### src/include/rv_core_config.svh
`ifndef RV_CORE_CONFIG_SVH
`define RV_CORE_CONFIG_SVH

// First fetch address after reset
`define RV_RESET_ADDR 32'h8000_0000

// Data path width
`define RV_XLEN 32

// Register index width, 32 architectural registers
`define RV_REG_AW 5

// ADDI x0, x0, 0
// Fills squashed or reset pipeline slots
`define RV_NOP 32'h0000_0013

`endif

### src/rtl/rv_core_pkg.sv
`include "rv_core_config.svh"

package rv_core_pkg;

    typedef enum logic [6:0] {
        OP     = 7'b0110011,
        OP_IMM = 7'b0010011,
        LUI    = 7'b0110111,
        BRANCH = 7'b1100011,
        STORE  = 7'b0100011
    } opcode_e;

    // Encoded as {branch, alt funct, funct3}
    typedef enum logic [4:0] {
        ALU_ADD  = 5'b00000,
        ALU_SLL  = 5'b00001,
        ALU_SLT  = 5'b00010,
        ALU_SLTU = 5'b00011,
        ALU_XOR  = 5'b00100,
        ALU_SRL  = 5'b00101,
        ALU_OR   = 5'b00110,
        ALU_AND  = 5'b00111,
        ALU_SUB  = 5'b01000,
        ALU_SRA  = 5'b01101,
        ALU_BEQ  = 5'b10000,
        ALU_BNE  = 5'b10001,
        ALU_BLT  = 5'b10100,
        ALU_BGE  = 5'b10101,
        ALU_BLTU = 5'b10110,
        ALU_BGEU = 5'b10111
    } alu_op_e;

    typedef struct packed {
        logic [6:0]            funct7;
        logic [`RV_REG_AW-1:0] rs2;
        logic [`RV_REG_AW-1:0] rs1;
        logic [2:0]            funct3;
        logic [`RV_REG_AW-1:0] rd;
        opcode_e               opcode;
    } r_fmt_t;

    typedef struct packed {
        logic [11:0]           imm;
        logic [`RV_REG_AW-1:0] rs1;
        logic [2:0]            funct3;
        logic [`RV_REG_AW-1:0] rd;
        opcode_e               opcode;
    } i_fmt_t;

    typedef struct packed {
        logic [6:0]            imm_hi;
        logic [`RV_REG_AW-1:0] rs2;
        logic [`RV_REG_AW-1:0] rs1;
        logic [2:0]            funct3;
        logic [4:0]            imm_lo;
        opcode_e               opcode;
    } s_fmt_t;

    // Branch offset bits scattered as in the ISA
    typedef struct packed {
        logic                  imm12;
        logic [5:0]            imm10_5;
        logic [`RV_REG_AW-1:0] rs2;
        logic [`RV_REG_AW-1:0] rs1;
        logic [2:0]            funct3;
        logic [3:0]            imm4_1;
        logic                  imm11;
        opcode_e               opcode;
    } b_fmt_t;

    typedef struct packed {
        logic [19:0]           imm;
        logic [`RV_REG_AW-1:0] rd;
        opcode_e               opcode;
    } u_fmt_t;

    typedef union packed {
        r_fmt_t r_fmt;
        i_fmt_t i_fmt;
        s_fmt_t s_fmt;
        b_fmt_t b_fmt;
        u_fmt_t u_fmt;
    } instr_u;

    typedef struct packed {
        logic [31:0]           pc;
        logic [`RV_XLEN-1:0]   rs1_data;
        logic [`RV_XLEN-1:0]   rs2_data;
        logic [`RV_XLEN-1:0]   imm;
        logic [`RV_REG_AW-1:0] rs1;
        logic [`RV_REG_AW-1:0] rs2;
        logic [`RV_REG_AW-1:0] rd;
        alu_op_e               alu_op;
        logic                  use_pc_zero;  // Operand A forced to zero (LUI)
        logic                  use_imm;
        logic                  is_branch;
        logic                  is_store;
        logic                  reg_we;
    } id_ex_t;

    typedef struct packed {
        logic [`RV_XLEN-1:0]   result;
        logic [`RV_XLEN-1:0]   store_data;
        logic [`RV_REG_AW-1:0] rd;
        logic                  reg_we;
        logic                  is_store;
    } ex_mem_t;

    typedef struct packed {
        logic [`RV_REG_AW-1:0] rd;
        logic [`RV_XLEN-1:0]   data;
        logic                  we;
    } wb_fwd_t;

    typedef struct packed {
        logic        taken;
        logic [31:0] target;
    } redirect_t;

endpackage

### src/rtl/rv_regfile.sv
`timescale 1ns/1ps
`include "rv_core_config.svh"

module rv_regfile (
    input  logic                  clk,
    input  logic                  rst_n,
    input  logic [`RV_REG_AW-1:0] rs1_i,
    input  logic [`RV_REG_AW-1:0] rs2_i,
    input  rv_core_pkg::wb_fwd_t  wr_i,
    output logic [`RV_XLEN-1:0]   rs1_data_o,
    output logic [`RV_XLEN-1:0]   rs2_data_o
);

    localparam int NREGS = 2 ** `RV_REG_AW;

    logic [`RV_XLEN-1:0] regs [NREGS];

    always_ff @(posedge clk or negedge rst_n) begin
        if (!rst_n) begin
            for (int i = 0; i < NREGS; i++) begin
                regs[i] <= '0;
            end
        end else if (wr_i.we && wr_i.rd != '0) begin
            regs[wr_i.rd] <= wr_i.data;
        end
    end

    // No write-through here, execute picks up the same-cycle write
    assign rs1_data_o = (rs1_i == '0) ? '0 : regs[rs1_i];
    assign rs2_data_o = (rs2_i == '0) ? '0 : regs[rs2_i];

endmodule

### src/rtl/rv_alu.sv
`timescale 1ns/1ps
`include "rv_core_config.svh"

module rv_alu (
    input  rv_core_pkg::alu_op_e op_i,
    input  logic [`RV_XLEN-1:0]  a_i,
    input  logic [`RV_XLEN-1:0]  b_i,
    output logic [`RV_XLEN-1:0]  result_o
);

    localparam int XLEN = `RV_XLEN;

    logic       eq;
    logic       lt_s;
    logic       lt_u;
    logic [4:0] shamt;

    assign eq    = (a_i == b_i);
    assign lt_s  = ($signed(a_i) < $signed(b_i));
    assign lt_u  = (a_i < b_i);
    assign shamt = b_i[4:0];

    always_comb begin
        case (op_i)
            rv_core_pkg::ALU_ADD:  result_o = a_i + b_i;
            rv_core_pkg::ALU_SUB:  result_o = a_i - b_i;
            rv_core_pkg::ALU_SLL:  result_o = a_i << shamt;
            rv_core_pkg::ALU_SLT:  result_o = XLEN'(lt_s);
            rv_core_pkg::ALU_SLTU: result_o = XLEN'(lt_u);
            rv_core_pkg::ALU_XOR:  result_o = a_i ^ b_i;
            rv_core_pkg::ALU_SRL:  result_o = a_i >> shamt;
            rv_core_pkg::ALU_SRA:  result_o = $signed(a_i) >>> shamt;
            rv_core_pkg::ALU_OR:   result_o = a_i | b_i;
            rv_core_pkg::ALU_AND:  result_o = a_i & b_i;
            // Branch ops give 1 when the branch is taken
            rv_core_pkg::ALU_BEQ:  result_o = XLEN'(eq);
            rv_core_pkg::ALU_BNE:  result_o = XLEN'(!eq);
            rv_core_pkg::ALU_BLT:  result_o = XLEN'(lt_s);
            rv_core_pkg::ALU_BGE:  result_o = XLEN'(!lt_s);
            rv_core_pkg::ALU_BLTU: result_o = XLEN'(lt_u);
            rv_core_pkg::ALU_BGEU: result_o = XLEN'(!lt_u);
            default:               result_o = '0;  // Reserved R-type encodings
        endcase
    end

endmodule

### src/rtl/rv_fetch.sv
`timescale 1ns/1ps
`include "rv_core_config.svh"

module rv_fetch (
    input  logic                   clk,
    input  logic                   rst_n,
    input  logic [31:0]            instr_data_i,
    input  logic                   instr_ready_i,
    input  logic                   stall_i,
    input  rv_core_pkg::redirect_t redirect_i,
    output logic [31:0]            instr_addr_o,
    output rv_core_pkg::instr_u    if_instr_o,
    output logic [31:0]            if_pc_o
);

    logic [31:0] pc_q;
    logic        advance;

    // Word counts as fetched only on a ready edge with no store pending
    assign advance      = instr_ready_i && !stall_i;
    assign instr_addr_o = pc_q;

    always_ff @(posedge clk or negedge rst_n) begin
        if (!rst_n) begin
            pc_q       <= `RV_RESET_ADDR;
            if_instr_o <= `RV_NOP;
            if_pc_o    <= `RV_RESET_ADDR;
        end else if (advance) begin
            if (redirect_i.taken) begin
                // Word fetched this cycle is on the wrong path
                pc_q       <= redirect_i.target;
                if_instr_o <= `RV_NOP;
                if_pc_o    <= redirect_i.target;
            end else begin
                pc_q       <= pc_q + 32'd4;
                if_instr_o <= instr_data_i;
                if_pc_o    <= pc_q;
            end
        end
    end

endmodule

### src/rtl/rv_decode.sv
`timescale 1ns/1ps
`include "rv_core_config.svh"

module rv_decode (
    input  logic                 clk,
    input  logic                 rst_n,
    input  rv_core_pkg::instr_u  instr_i,
    input  logic [31:0]          pc_i,
    input  logic                 instr_ready_i,
    input  logic                 stall_i,
    input  logic                 flush_i,
    input  rv_core_pkg::wb_fwd_t wr_i,
    output rv_core_pkg::id_ex_t  id_ex_o
);

    rv_core_pkg::id_ex_t id_ex_d;
    logic [`RV_XLEN-1:0] rs1_data;
    logic [`RV_XLEN-1:0] rs2_data;
    logic                advance;

    assign advance = instr_ready_i && !stall_i;

    rv_regfile u_regfile (
        .clk        (clk),
        .rst_n      (rst_n),
        .rs1_i      (instr_i.r_fmt.rs1),
        .rs2_i      (instr_i.r_fmt.rs2),
        .wr_i       (wr_i),
        .rs1_data_o (rs1_data),
        .rs2_data_o (rs2_data)
    );

    always_comb begin
        id_ex_d          = '0;
        id_ex_d.pc       = pc_i;
        id_ex_d.rs1_data = rs1_data;
        id_ex_d.rs2_data = rs2_data;
        id_ex_d.rs1      = instr_i.r_fmt.rs1;
        id_ex_d.rs2      = instr_i.r_fmt.rs2;
        id_ex_d.rd       = instr_i.r_fmt.rd;
        id_ex_d.alu_op   = rv_core_pkg::ALU_ADD;  // Address and LUI path
        case (instr_i.r_fmt.opcode)
            rv_core_pkg::OP: begin
                id_ex_d.alu_op = rv_core_pkg::alu_op_e'({1'b0, instr_i.r_fmt.funct7[5],
                                                         instr_i.r_fmt.funct3});
                id_ex_d.reg_we = 1'b1;
            end
            rv_core_pkg::OP_IMM: begin
                // Bit 30 selects SRAI, elsewhere it is part of the immediate
                id_ex_d.alu_op  = rv_core_pkg::alu_op_e'({1'b0,
                    (instr_i.i_fmt.funct3 == 3'b101) && instr_i.r_fmt.funct7[5],
                    instr_i.i_fmt.funct3});
                id_ex_d.imm     = {{20{instr_i.i_fmt.imm[11]}}, instr_i.i_fmt.imm};
                id_ex_d.use_imm = 1'b1;
                id_ex_d.reg_we  = 1'b1;
            end
            rv_core_pkg::LUI: begin
                id_ex_d.imm         = {instr_i.u_fmt.imm, 12'b0};
                id_ex_d.use_pc_zero = 1'b1;
                id_ex_d.use_imm     = 1'b1;
                id_ex_d.reg_we      = 1'b1;
            end
            rv_core_pkg::BRANCH: begin
                id_ex_d.alu_op    = rv_core_pkg::alu_op_e'({2'b10, instr_i.b_fmt.funct3});
                id_ex_d.imm       = {{20{instr_i.b_fmt.imm12}}, instr_i.b_fmt.imm11,
                                     instr_i.b_fmt.imm10_5, instr_i.b_fmt.imm4_1, 1'b0};
                id_ex_d.is_branch = 1'b1;
            end
            rv_core_pkg::STORE: begin
                id_ex_d.imm      = {{20{instr_i.s_fmt.imm_hi[6]}}, instr_i.s_fmt.imm_hi,
                                    instr_i.s_fmt.imm_lo};
                id_ex_d.use_imm  = 1'b1;
                id_ex_d.is_store = 1'b1;
            end
            default: begin
                // Unsupported words pass through as bubbles
            end
        endcase
    end

    always_ff @(posedge clk or negedge rst_n) begin
        if (!rst_n) begin
            id_ex_o <= '0;
        end else if (advance) begin
            id_ex_o <= flush_i ? '0 : id_ex_d;  // Squash behind a taken branch
        end
    end

endmodule

### src/rtl/rv_execute.sv
`timescale 1ns/1ps
`include "rv_core_config.svh"

module rv_execute (
    input  logic                   clk,
    input  logic                   rst_n,
    input  rv_core_pkg::id_ex_t    id_ex_i,
    input  logic                   instr_ready_i,
    input  logic                   stall_i,
    input  rv_core_pkg::wb_fwd_t   fwd_mem_i,
    input  rv_core_pkg::wb_fwd_t   fwd_wb_i,
    input  rv_core_pkg::wb_fwd_t   fwd_late_i,
    output rv_core_pkg::ex_mem_t   ex_mem_o,
    output rv_core_pkg::redirect_t redirect_o
);

    logic [`RV_XLEN-1:0] rs1_val;
    logic [`RV_XLEN-1:0] rs2_val;
    logic [`RV_XLEN-1:0] alu_a;
    logic [`RV_XLEN-1:0] alu_b;
    logic [`RV_XLEN-1:0] alu_result;
    logic                advance;

    // Youngest producer wins, x0 is never forwarded
    function automatic logic [`RV_XLEN-1:0] fwd_pick(
        input logic [`RV_REG_AW-1:0] rs,
        input logic [`RV_XLEN-1:0]   reg_val,
        input rv_core_pkg::wb_fwd_t  src_mem,
        input rv_core_pkg::wb_fwd_t  src_wb,
        input rv_core_pkg::wb_fwd_t  src_late
    );
        if (rs == '0)
            return reg_val;
        if (src_mem.we && src_mem.rd == rs)
            return src_mem.data;
        if (src_wb.we && src_wb.rd == rs)
            return src_wb.data;
        if (src_late.we && src_late.rd == rs)
            return src_late.data;  // Regfile write landed after decode read
        return reg_val;
    endfunction

    assign advance = instr_ready_i && !stall_i;
    assign rs1_val = fwd_pick(id_ex_i.rs1, id_ex_i.rs1_data, fwd_mem_i, fwd_wb_i, fwd_late_i);
    assign rs2_val = fwd_pick(id_ex_i.rs2, id_ex_i.rs2_data, fwd_mem_i, fwd_wb_i, fwd_late_i);

    assign alu_a = id_ex_i.use_pc_zero ? '0 : rs1_val;
    assign alu_b = id_ex_i.use_imm ? id_ex_i.imm : rs2_val;

    rv_alu u_alu (
        .op_i     (id_ex_i.alu_op),
        .a_i      (alu_a),
        .b_i      (alu_b),
        .result_o (alu_result)
    );

    // Also serves as the flush for fetch and decode
    assign redirect_o.taken  = id_ex_i.is_branch && alu_result[0];
    assign redirect_o.target = id_ex_i.pc + id_ex_i.imm;

    always_ff @(posedge clk or negedge rst_n) begin
        if (!rst_n) begin
            ex_mem_o <= '0;
        end else if (advance) begin
            ex_mem_o.result     <= alu_result;  // Store address for SW
            ex_mem_o.store_data <= rs2_val;
            ex_mem_o.rd         <= id_ex_i.rd;
            ex_mem_o.reg_we     <= id_ex_i.reg_we;
            ex_mem_o.is_store   <= id_ex_i.is_store;
        end
    end

endmodule

### src/rtl/rv_mem_stage.sv
`timescale 1ns/1ps
`include "rv_core_config.svh"

module rv_mem_stage (
    input  logic                 clk,
    input  logic                 rst_n,
    input  rv_core_pkg::ex_mem_t ex_mem_i,
    input  logic                 mem_ready_i,
    input  logic                 instr_ready_i,
    output logic                 mem_we_o,
    output logic [31:0]          mem_addr_o,
    output logic [`RV_XLEN-1:0]  mem_wdata_o,
    output logic                 stall_o,
    output rv_core_pkg::wb_fwd_t fwd_wb_o,
    output rv_core_pkg::wb_fwd_t fwd_late_o
);

    logic store_done_q;  // Accepted, waiting for fetch to release the pipe
    logic advance;

    assign mem_we_o    = ex_mem_i.is_store && !store_done_q;
    assign mem_addr_o  = ex_mem_i.result;
    assign mem_wdata_o = ex_mem_i.store_data;
    assign stall_o     = mem_we_o && !mem_ready_i;
    assign advance     = instr_ready_i && !stall_o;

    always_ff @(posedge clk or negedge rst_n) begin
        if (!rst_n) begin
            store_done_q <= 1'b0;
        end else if (advance) begin
            store_done_q <= 1'b0;
        end else if (mem_we_o && mem_ready_i) begin
            store_done_q <= 1'b1;  // Stops a second write of the same store
        end
    end

    always_ff @(posedge clk or negedge rst_n) begin
        if (!rst_n) begin
            fwd_wb_o   <= '0;
            fwd_late_o <= '0;
        end else if (advance) begin
            fwd_wb_o   <= '{rd: ex_mem_i.rd, data: ex_mem_i.result, we: ex_mem_i.reg_we};
            fwd_late_o <= fwd_wb_o;
        end
    end

endmodule

### src/rtl/rv_core.sv
`timescale 1ns/1ps
`include "rv_core_config.svh"

module rv_core (
    input  logic                clk,
    input  logic                rst_n,
    input  logic [31:0]         instr_data_i,
    input  logic                instr_ready_i,
    input  logic                mem_ready_i,
    output logic [31:0]         instr_addr_o,
    output logic                mem_we_o,
    output logic [31:0]         mem_addr_o,
    output logic [`RV_XLEN-1:0] mem_wdata_o
);

    rv_core_pkg::instr_u    if_instr;
    logic [31:0]            if_pc;
    rv_core_pkg::id_ex_t    id_ex;
    rv_core_pkg::ex_mem_t   ex_mem;
    rv_core_pkg::redirect_t redirect;
    rv_core_pkg::wb_fwd_t   fwd_mem;
    rv_core_pkg::wb_fwd_t   fwd_wb;
    rv_core_pkg::wb_fwd_t   fwd_late;
    logic                   mem_stall;

    // Execute/memory payload viewed as the first forwarding source
    assign fwd_mem = '{rd: ex_mem.rd, data: ex_mem.result, we: ex_mem.reg_we};

    rv_fetch u_fetch (
        .clk, .rst_n, .instr_data_i, .instr_ready_i,
        .stall_i      (mem_stall),
        .redirect_i   (redirect),
        .instr_addr_o,
        .if_instr_o   (if_instr),
        .if_pc_o      (if_pc)
    );

    rv_decode u_decode (
        .clk, .rst_n, .instr_ready_i,
        .instr_i  (if_instr),
        .pc_i     (if_pc),
        .stall_i  (mem_stall),
        .flush_i  (redirect.taken),
        .wr_i     (fwd_wb),
        .id_ex_o  (id_ex)
    );

    rv_execute u_execute (
        .clk, .rst_n, .instr_ready_i,
        .id_ex_i    (id_ex),
        .stall_i    (mem_stall),
        .fwd_mem_i  (fwd_mem),
        .fwd_wb_i   (fwd_wb),
        .fwd_late_i (fwd_late),
        .ex_mem_o   (ex_mem),
        .redirect_o (redirect)
    );

    rv_mem_stage u_mem_stage (
        .clk, .rst_n, .mem_ready_i, .instr_ready_i,
        .ex_mem_i    (ex_mem),
        .mem_we_o, .mem_addr_o, .mem_wdata_o,
        .stall_o     (mem_stall),
        .fwd_wb_o    (fwd_wb),
        .fwd_late_o  (fwd_late)
    );

endmodule

### config.mk
export PLATFORM = sky130hd
export DESIGN_NAME = rv_core
export DESIGN_NICKNAME = d
export VERILOG_FILES = /design/src/rtl/rv_core_pkg.sv /design/src/rtl/rv_regfile.sv /design/src/rtl/rv_alu.sv /design/src/rtl/rv_fetch.sv /design/src/rtl/rv_decode.sv /design/src/rtl/rv_execute.sv /design/src/rtl/rv_mem_stage.sv /design/src/rtl/rv_core.sv
export VERILOG_INCLUDE_DIRS = /design/src /design/src/include
export SDC_FILE = /design/constraint.sdc
export NUM_CORES = 2
export LEC_CHECK = 0
export BUFFER_PORTS_ARGS = -buffer_cell sky130_fd_sc_hd__buf_4
export CAP_MARGIN = 0
export CORE_UTILIZATION = 30
export CTS_CLUSTER_DIAMETER = 120
export DETAILED_ROUTE_END_ITERATION = 10
export SYNTH_ARGS = -nofsm -noshare
export SYNTH_HDL_FRONTEND = slang
export SYNTH_HIERARCHICAL = 1
export SYNTH_SLANG_ARGS = --single-unit
### constraint.sdc
create_clock -name clk -period 18.3 [get_ports clk]
set_clock_uncertainty 0.1 [all_clocks]
set_input_delay 5.49 -clock clk [delete_from_list [all_inputs] [get_ports clk]]
set_output_delay 5.49 -clock clk [all_outputs]
set_load 0.01 [all_outputs]
* Yosys cells after proc, flatten, opt, wreduce, memory -nomap -nowiden
Cells that the tools add are included.
Word-level totals: output and inout port bits 97, input port bits 36, flip-flop bits (word level) 1421, word-level logic and storage cells 201
Operators by class: bitwise gates (word level) 6, reductions and logical operators 31, multiplexer cells 63, $lt $le $gt $ge 6, shift operators 3, equal/unequal tests 28, $add $sub $neg 4
Operator list (count):
- $bwmux 1024 | 1
- $mux 32 | 28
- $pmux 32 s14 | 1
- $bmux 32 s5 | 2
- $demux 32 s5 | 1
- $mux 153 | 1
- $pmux 32 s4 | 1
- $add 32x32->32 | 2
- $lt 32x32->1 | 2
- $add 32x3->32 const B | 1
- $and 32x32->32 | 1
- $eq 32x32->1 | 1
- $or 32x32->32 | 1
- $shl 32x5->32 | 1
- $shr 32x5->32 | 1
- $sshr 32x5->32 | 1
- $sub 32x32->32 | 1
- $xor 32x32->32 | 1
- $eq 5x5->1 | 6
- $eq 5x5->1 const B | 6
- $mux 1 | 27
- $logic_not 5->1 | 5
- $eq 7x6->1 const B | 3
- $eq 5x3->1 const B | 4
- other kinds (16) | 42

* Logic depth before layout (Yosys ltp)
word-level depth 19, gate-level depth with buffers 30, depth with buffers taken out 23

* Modules after synthesis
Netlist, hierarchy kept.
Modules (own cells, without submodules):
- rv_regfile | seq. area each 25624.6 µm², cells each 3624, instances 1, area an instance 54444.7 µm²
- rv_alu | seq. area each 0.0 µm², cells each 1410, instances 1, area an instance 9499.1 µm²
- rv_execute | seq. area each 1776.7 µm², cells each 942, instances 1, area an instance 7707.4 µm²
- rv_decode | seq. area each 3803.6 µm², cells each 662, instances 1, area an instance 6496.2 µm²
- rv_mem_stage | seq. area each 1926.8 µm², cells each 498, instances 1, area an instance 4843.4 µm²
- rv_fetch | seq. area each 2408.6 µm², cells each 525, instances 1, area an instance 4700.8 µm²

* Worst setup path after synthesis
No wires, ideal clock.
path type input port to flip-flop, from input port mem_ready_i, to register u_fetch.pc_q[19] (netlist: u_fetch/instr_addr_o[19]), path slack 10934 ps, path buffers 4, data required time 18076 ps, data arrival time 7142 ps, library setup time 124 ps, cell stages on the path 9, cells stage by stage nor3b_4 > buf_2 > nand2b_1 > clkbuf_1 > clkbuf_1 > buf_1 > nor3_1 > mux2i_1 > nand2_1
Between the ends: cells in the longest elaborated chain, start to end 4
Ends and longest elaborated chain:
- from (decl) | RTL line rv_core.sv:9 | input logic mem_ready_i,
- $logic_not 1->1 | RTL line rv_mem_stage.sv:24 | assign stall_o = mem_we_o && !mem_ready_i;
- $logic_and 1x1->1 | RTL line rv_mem_stage.sv:24
- net mem_stall | RTL line rv_core.sv:24 | logic mem_stall;
- $logic_not 1->1 | RTL line rv_fetch.sv:20 | assign advance = instr_ready_i && !stall_i;
- $logic_and 1x1->1 | RTL line rv_fetch.sv:20
- to (signal assigned) | RTL line rv_fetch.sv:25 | pc_q <= `RV_RESET_ADDR;
- to (signal assigned) | RTL line rv_fetch.sv:31 | pc_q <= redirect_i.target;
- to (signal assigned) | RTL line rv_fetch.sv:35 | pc_q <= pc_q + 32'd4;
- to (decl) | RTL line rv_fetch.sv:16 | logic [31:0] pc_q;
The timed path passes the listed nets, and every way through them passes these cells. A chain may end at the register's enable or synchronous reset.

==> results.sh <==
export IMPL_drcViolationCount=1
export IMPL_power_density_nw_per_um2=102.9
export IMPL_vdd_drop_max_uv=106.3
export IMPL_drt_first_iter_violations=7859
export IMPL_portBuffers=132
export IMPL_fin_crit_ns=9.682
export IMPL_dpl_hpwl_um=208100
export IMPL_hold_start="u_decode/u_regfile/regs[1017]"
export IMPL_hold_buffers=0
export IMPL_synth_top_area_share_pct=40.38
export IMPL_synth_seq_area_share_pct=40.53
export IMPL_drive_gt1_share_pct=31.29
export IMPL_reg2reg_from="u_mem_stage/fwd_wb_o[36]"
export IMPL_dp_cells=11070
export IMPL_max_cap_viol_count=0
export IMPL_yosysWarnings=6
export IMPL_synth_seq_cells=1420
export IMPL_synth_common_cells="dfrtp_1 (1415), mux2_2 (1057), nand2_1 (553), mux4_2 (492), o21ai_0 (452)"
export IMPL_tightest_slew_ns=1.443
export IMPL_violations="design-rule violations"
export IMPL_synthArstFlopShare_pct=100.0
export IMPL_syn_avg_cell_area_um2=11.45
export IMPL_place_ws_ns=8.849
export IMPL_cpPeakStageDelay_ns=0.98
export IMPL_fp_row_count=198
export IMPL_groute_usage_overall_pct=21.40
export IMPL_crit_path_cell_trace="xnor2_1 -> nand4_1 -> buf_4 -> or2_2 -> buf_4 -> a311oi_2 -> a21oi_1 -> a211oi_1 -> buf_4 -> inv_1 -> ha_1 -> nor2_1 -> o21ai_0 -> a2111oi_0 -> o21ai_1 -> a31oi_1 -> nand2b_1 -> o32a_1 -> o221ai_1 -> and2_4 -> buf_4 -> buf_4 -> nand2_1 -> o221a_2"
export IMPL_critPathLaunchType="flop"
export IMPL_clock_fmax_ghz=0.1033
export IMPL_wirelength_um=321600
export IMPL_post_synth_main_area_contributors="dfrtp_1 (40%), mux2_2 (14%), mux4_2 (13%), o21ai_0 (2.6%), nand2_1 (2.4%)"
export IMPL_synthesis_area_um2=87690
export IMPL_critPathLaunch="u_mem_stage/fwd_wb_o[36]"
export IMPL_grt_max_degree=178
export IMPL_slew_viol_final=0
export IMPL_syn_instance_count=7661
export IMPL_drt_first_pass_iters=11
export IMPL_fill_cells=28860
export IMPL_cp_arrival_ns=10.30
export IMPL_cts_clk_slew_worst_paths_ns=0.06
export IMPL_cts_tree="built"
export IMPL_period_share_pct=52.90
export IMPL_cts_resized=0
export IMPL_yosysTopAreaCell="dfrtp_1"
export IMPL_die_w_um=542.7
export IMPL_clk_root_buffer_cell="clkbuf_16"
export IMPL_fin_tns_setup_ns=0
export IMPL_p_leak_uw=0.04163
export IMPL_post_cts_buffers=0
export IMPL_min_path_type="flop to flop"
export IMPL_rsz0062_at_grt="false"
export IMPL_drt_vias_per_instance=5.949
export IMPL_hold_viol=0
export IMPL_netlist_cell_type_count=119
export IMPL_cpMaxStageDelayCell="a2111oi_0"
export IMPL_core_area_um2=290800
export IMPL_cp_common_cell="buf_4"
export IMPL_synth_edff_count=0
export IMPL_start_util_pct=30.15
export IMPL_cp_end_kind="flop"
export IMPL_die_h_um=542.7
export IMPL_fin_ws_ns=8.618
export IMPL_wl_per_cell_um=28.28
export IMPL_insertion_delay_ns=0.86
export IMPL_first_global_vias=67030
export IMPL_fin_cells=11370
export IMPL_layout_nets=7513
export IMPL_max_slew_margin_pct=3.116
export IMPL_holdWs_ns=0.2938
export IMPL_finalSetupViolations=0
export IMPL_cts_sinks=1420
export IMPL_htree_levels=4
export IMPL_antenna_found_initial=14
export IMPL_numCtsBuffers=162
export IMPL_drt_antenna_violating_nets=0
export IMPL_outcome="finished, violations left"
export IMPL_area_delta_synth_final_pct=10.91
export IMPL_critPathMaxFanout=67
export IMPL_gp_congestion=0.9920
export IMPL_ys_flop_type="dfrtp_1"
export IMPL_ios=133
export IMPL_clockBufferDepth=3
export IMPL_crit_type="flop to flop"
export IMPL_required_ns=18.92
export IMPL_overflow=0
export IMPL_dieArea_um2=294500
export IMPL_synth_nets=7842
export IMPL_synthMostInstantiatedCell="dfrtp_1"
export IMPL_vias=67650
export IMPL_grt_pass1_wl_um=472500
[final cells by class]
class | count | area, µm² | area share [%]
Timing Repair Buffer | 344 | 2715 | 2.792
Tap cell | 3900 | 4880 | 5.017
Clock buffer | 225 | 4663 | 4.795
Clock inverter | 67 | 918.4 | 0.9443
Antenna cell | 11 | 27.53 | 0.02830
Inverter | 116 | 437.9 | 0.4503
Sequential cell | 1420 | 35570 | 36.58
Multi-Input combinational cell | 5288 | 48040 | 49.40
[path summary, 6_finish.rpt]
path / to / slack, ns / cells after the start
min in group asynchronous: u_fetch/if_instr_o[22] / 4.61 / 1
worst min-delay path: u_decode/u_regfile/regs[1017] / 0.29 / 0
max in group asynchronous: u_decode/u_regfile/regs[894] / 10.40 / 4
worst max-delay path: u_fetch/instr_addr_o[4] / 8.62 / 24
worst min register to register: u_decode/u_regfile/regs[1017] / 0.29 / 0
worst max register to register: u_fetch/instr_addr_o[4] / 8.62 / 24
[cells by family (layout without fill, tap and decap cells)]
kind of cell / count (synthesis) / in the layout / share of synthesized area, %
flip-flops: 1420 / 1420 / 40.53
XOR/XNOR: 79 / 79 / 0.7890
AND/OR/NAND/NOR: 1617 / 1617 / 9.451
other: 0 / 11 / 0
adder cells (fa/ha/maj): 145 / 145 / 2.095
AO/OA/AOI/OAI: 1640 / 1640 / 12.80
multiplexers: 1807 / 1807 / 29.24
buffers and inverters: 953 / 752 / 5.101
[where the power goes]
part / internal (µW) / leakage (µW) / switching (µW)
clock network: 1970 / 0.00273 / 1440
logic: 989 / 0.0197 / 1750
registers: 3360 / 0.0192 / 508
[critical path, delay by kind of cell (launching register included)]
family / cells / cell delay (ns)
fa+ha+maj: 1 / 0.48
simple gates: 6 / 2.13
buf+inv: 6 / 2.16
flops: 1 / 0.74
xor+xnor: 1 / 0.19
compound gates: 10 / 3.56
[flip-flops by register name (all words and copies together), names as in the netlist]
signal	cells
u_decode/id_ex_o	152
u_decode/u_regfile/regs	1024
u_execute/ex_mem_o	71
u_fetch/if_instr_o	32
u_fetch/if_pc_o	32
u_fetch/instr_addr_o	32
u_mem_stage/fwd_late_o	38
u_mem_stage/fwd_wb_o	38
u_mem_stage/store_done_q	1
[metrics by stage]
| stage | total power [µW] | utilization [%] | cell area [µm²] |
|---|---|---|---|
| 6_report | 10010 | 33.44 | 97260 |
| 5_1_grt | 10390 | 33.43 | 97230 |
| 4_1_cts | 9986 | 33.43 | 97220 |
| 3_5_place_dp | 6564 | 31.51 | 91640 |
| 3_3_place_gp | 6538 | 31.51 | 91640 |
| 2_1_floorplan | 5446 | - | 87690 |
[cells in the final DEF, fill, tap and decap left out, drive strengths merged, types with 101 or more instances in the layout]
cell,Yosys,final
dfrtp,1415,1415
a221oi,129,129
a21oi,228,228
nand2,554,554
clkbuf,434,225
inv,115,120
a211oi,148,148
o211ai,108,108
ha,142,142
nor2,341,341
mux2i,199,199
mux4,492,492
nand2b,209,209
a311oi,101,101
buf,403,344
nor2b,101,101
o21ai,497,497
mux2,1116,1116
[routing by layer]
| layer | vias up | track usage (%) | wire length, µm | share of wire, % |
|---|---|---|---|---|
| li1 | 28220 | - | - | - |
| met1 | 35210 | 28.25 | 132000 | 41 |
| met2 | 3425 | 32.40 | 143200 | 45 |
| met3 | 783 | 5.072 | 27880 | 8.7 |
| met4 | 6 | 11.32 | 18480 | 5.7 |
| met5 | - | 0 | 28 | 0.0087 |
Power figures use the tool's default switching activity.
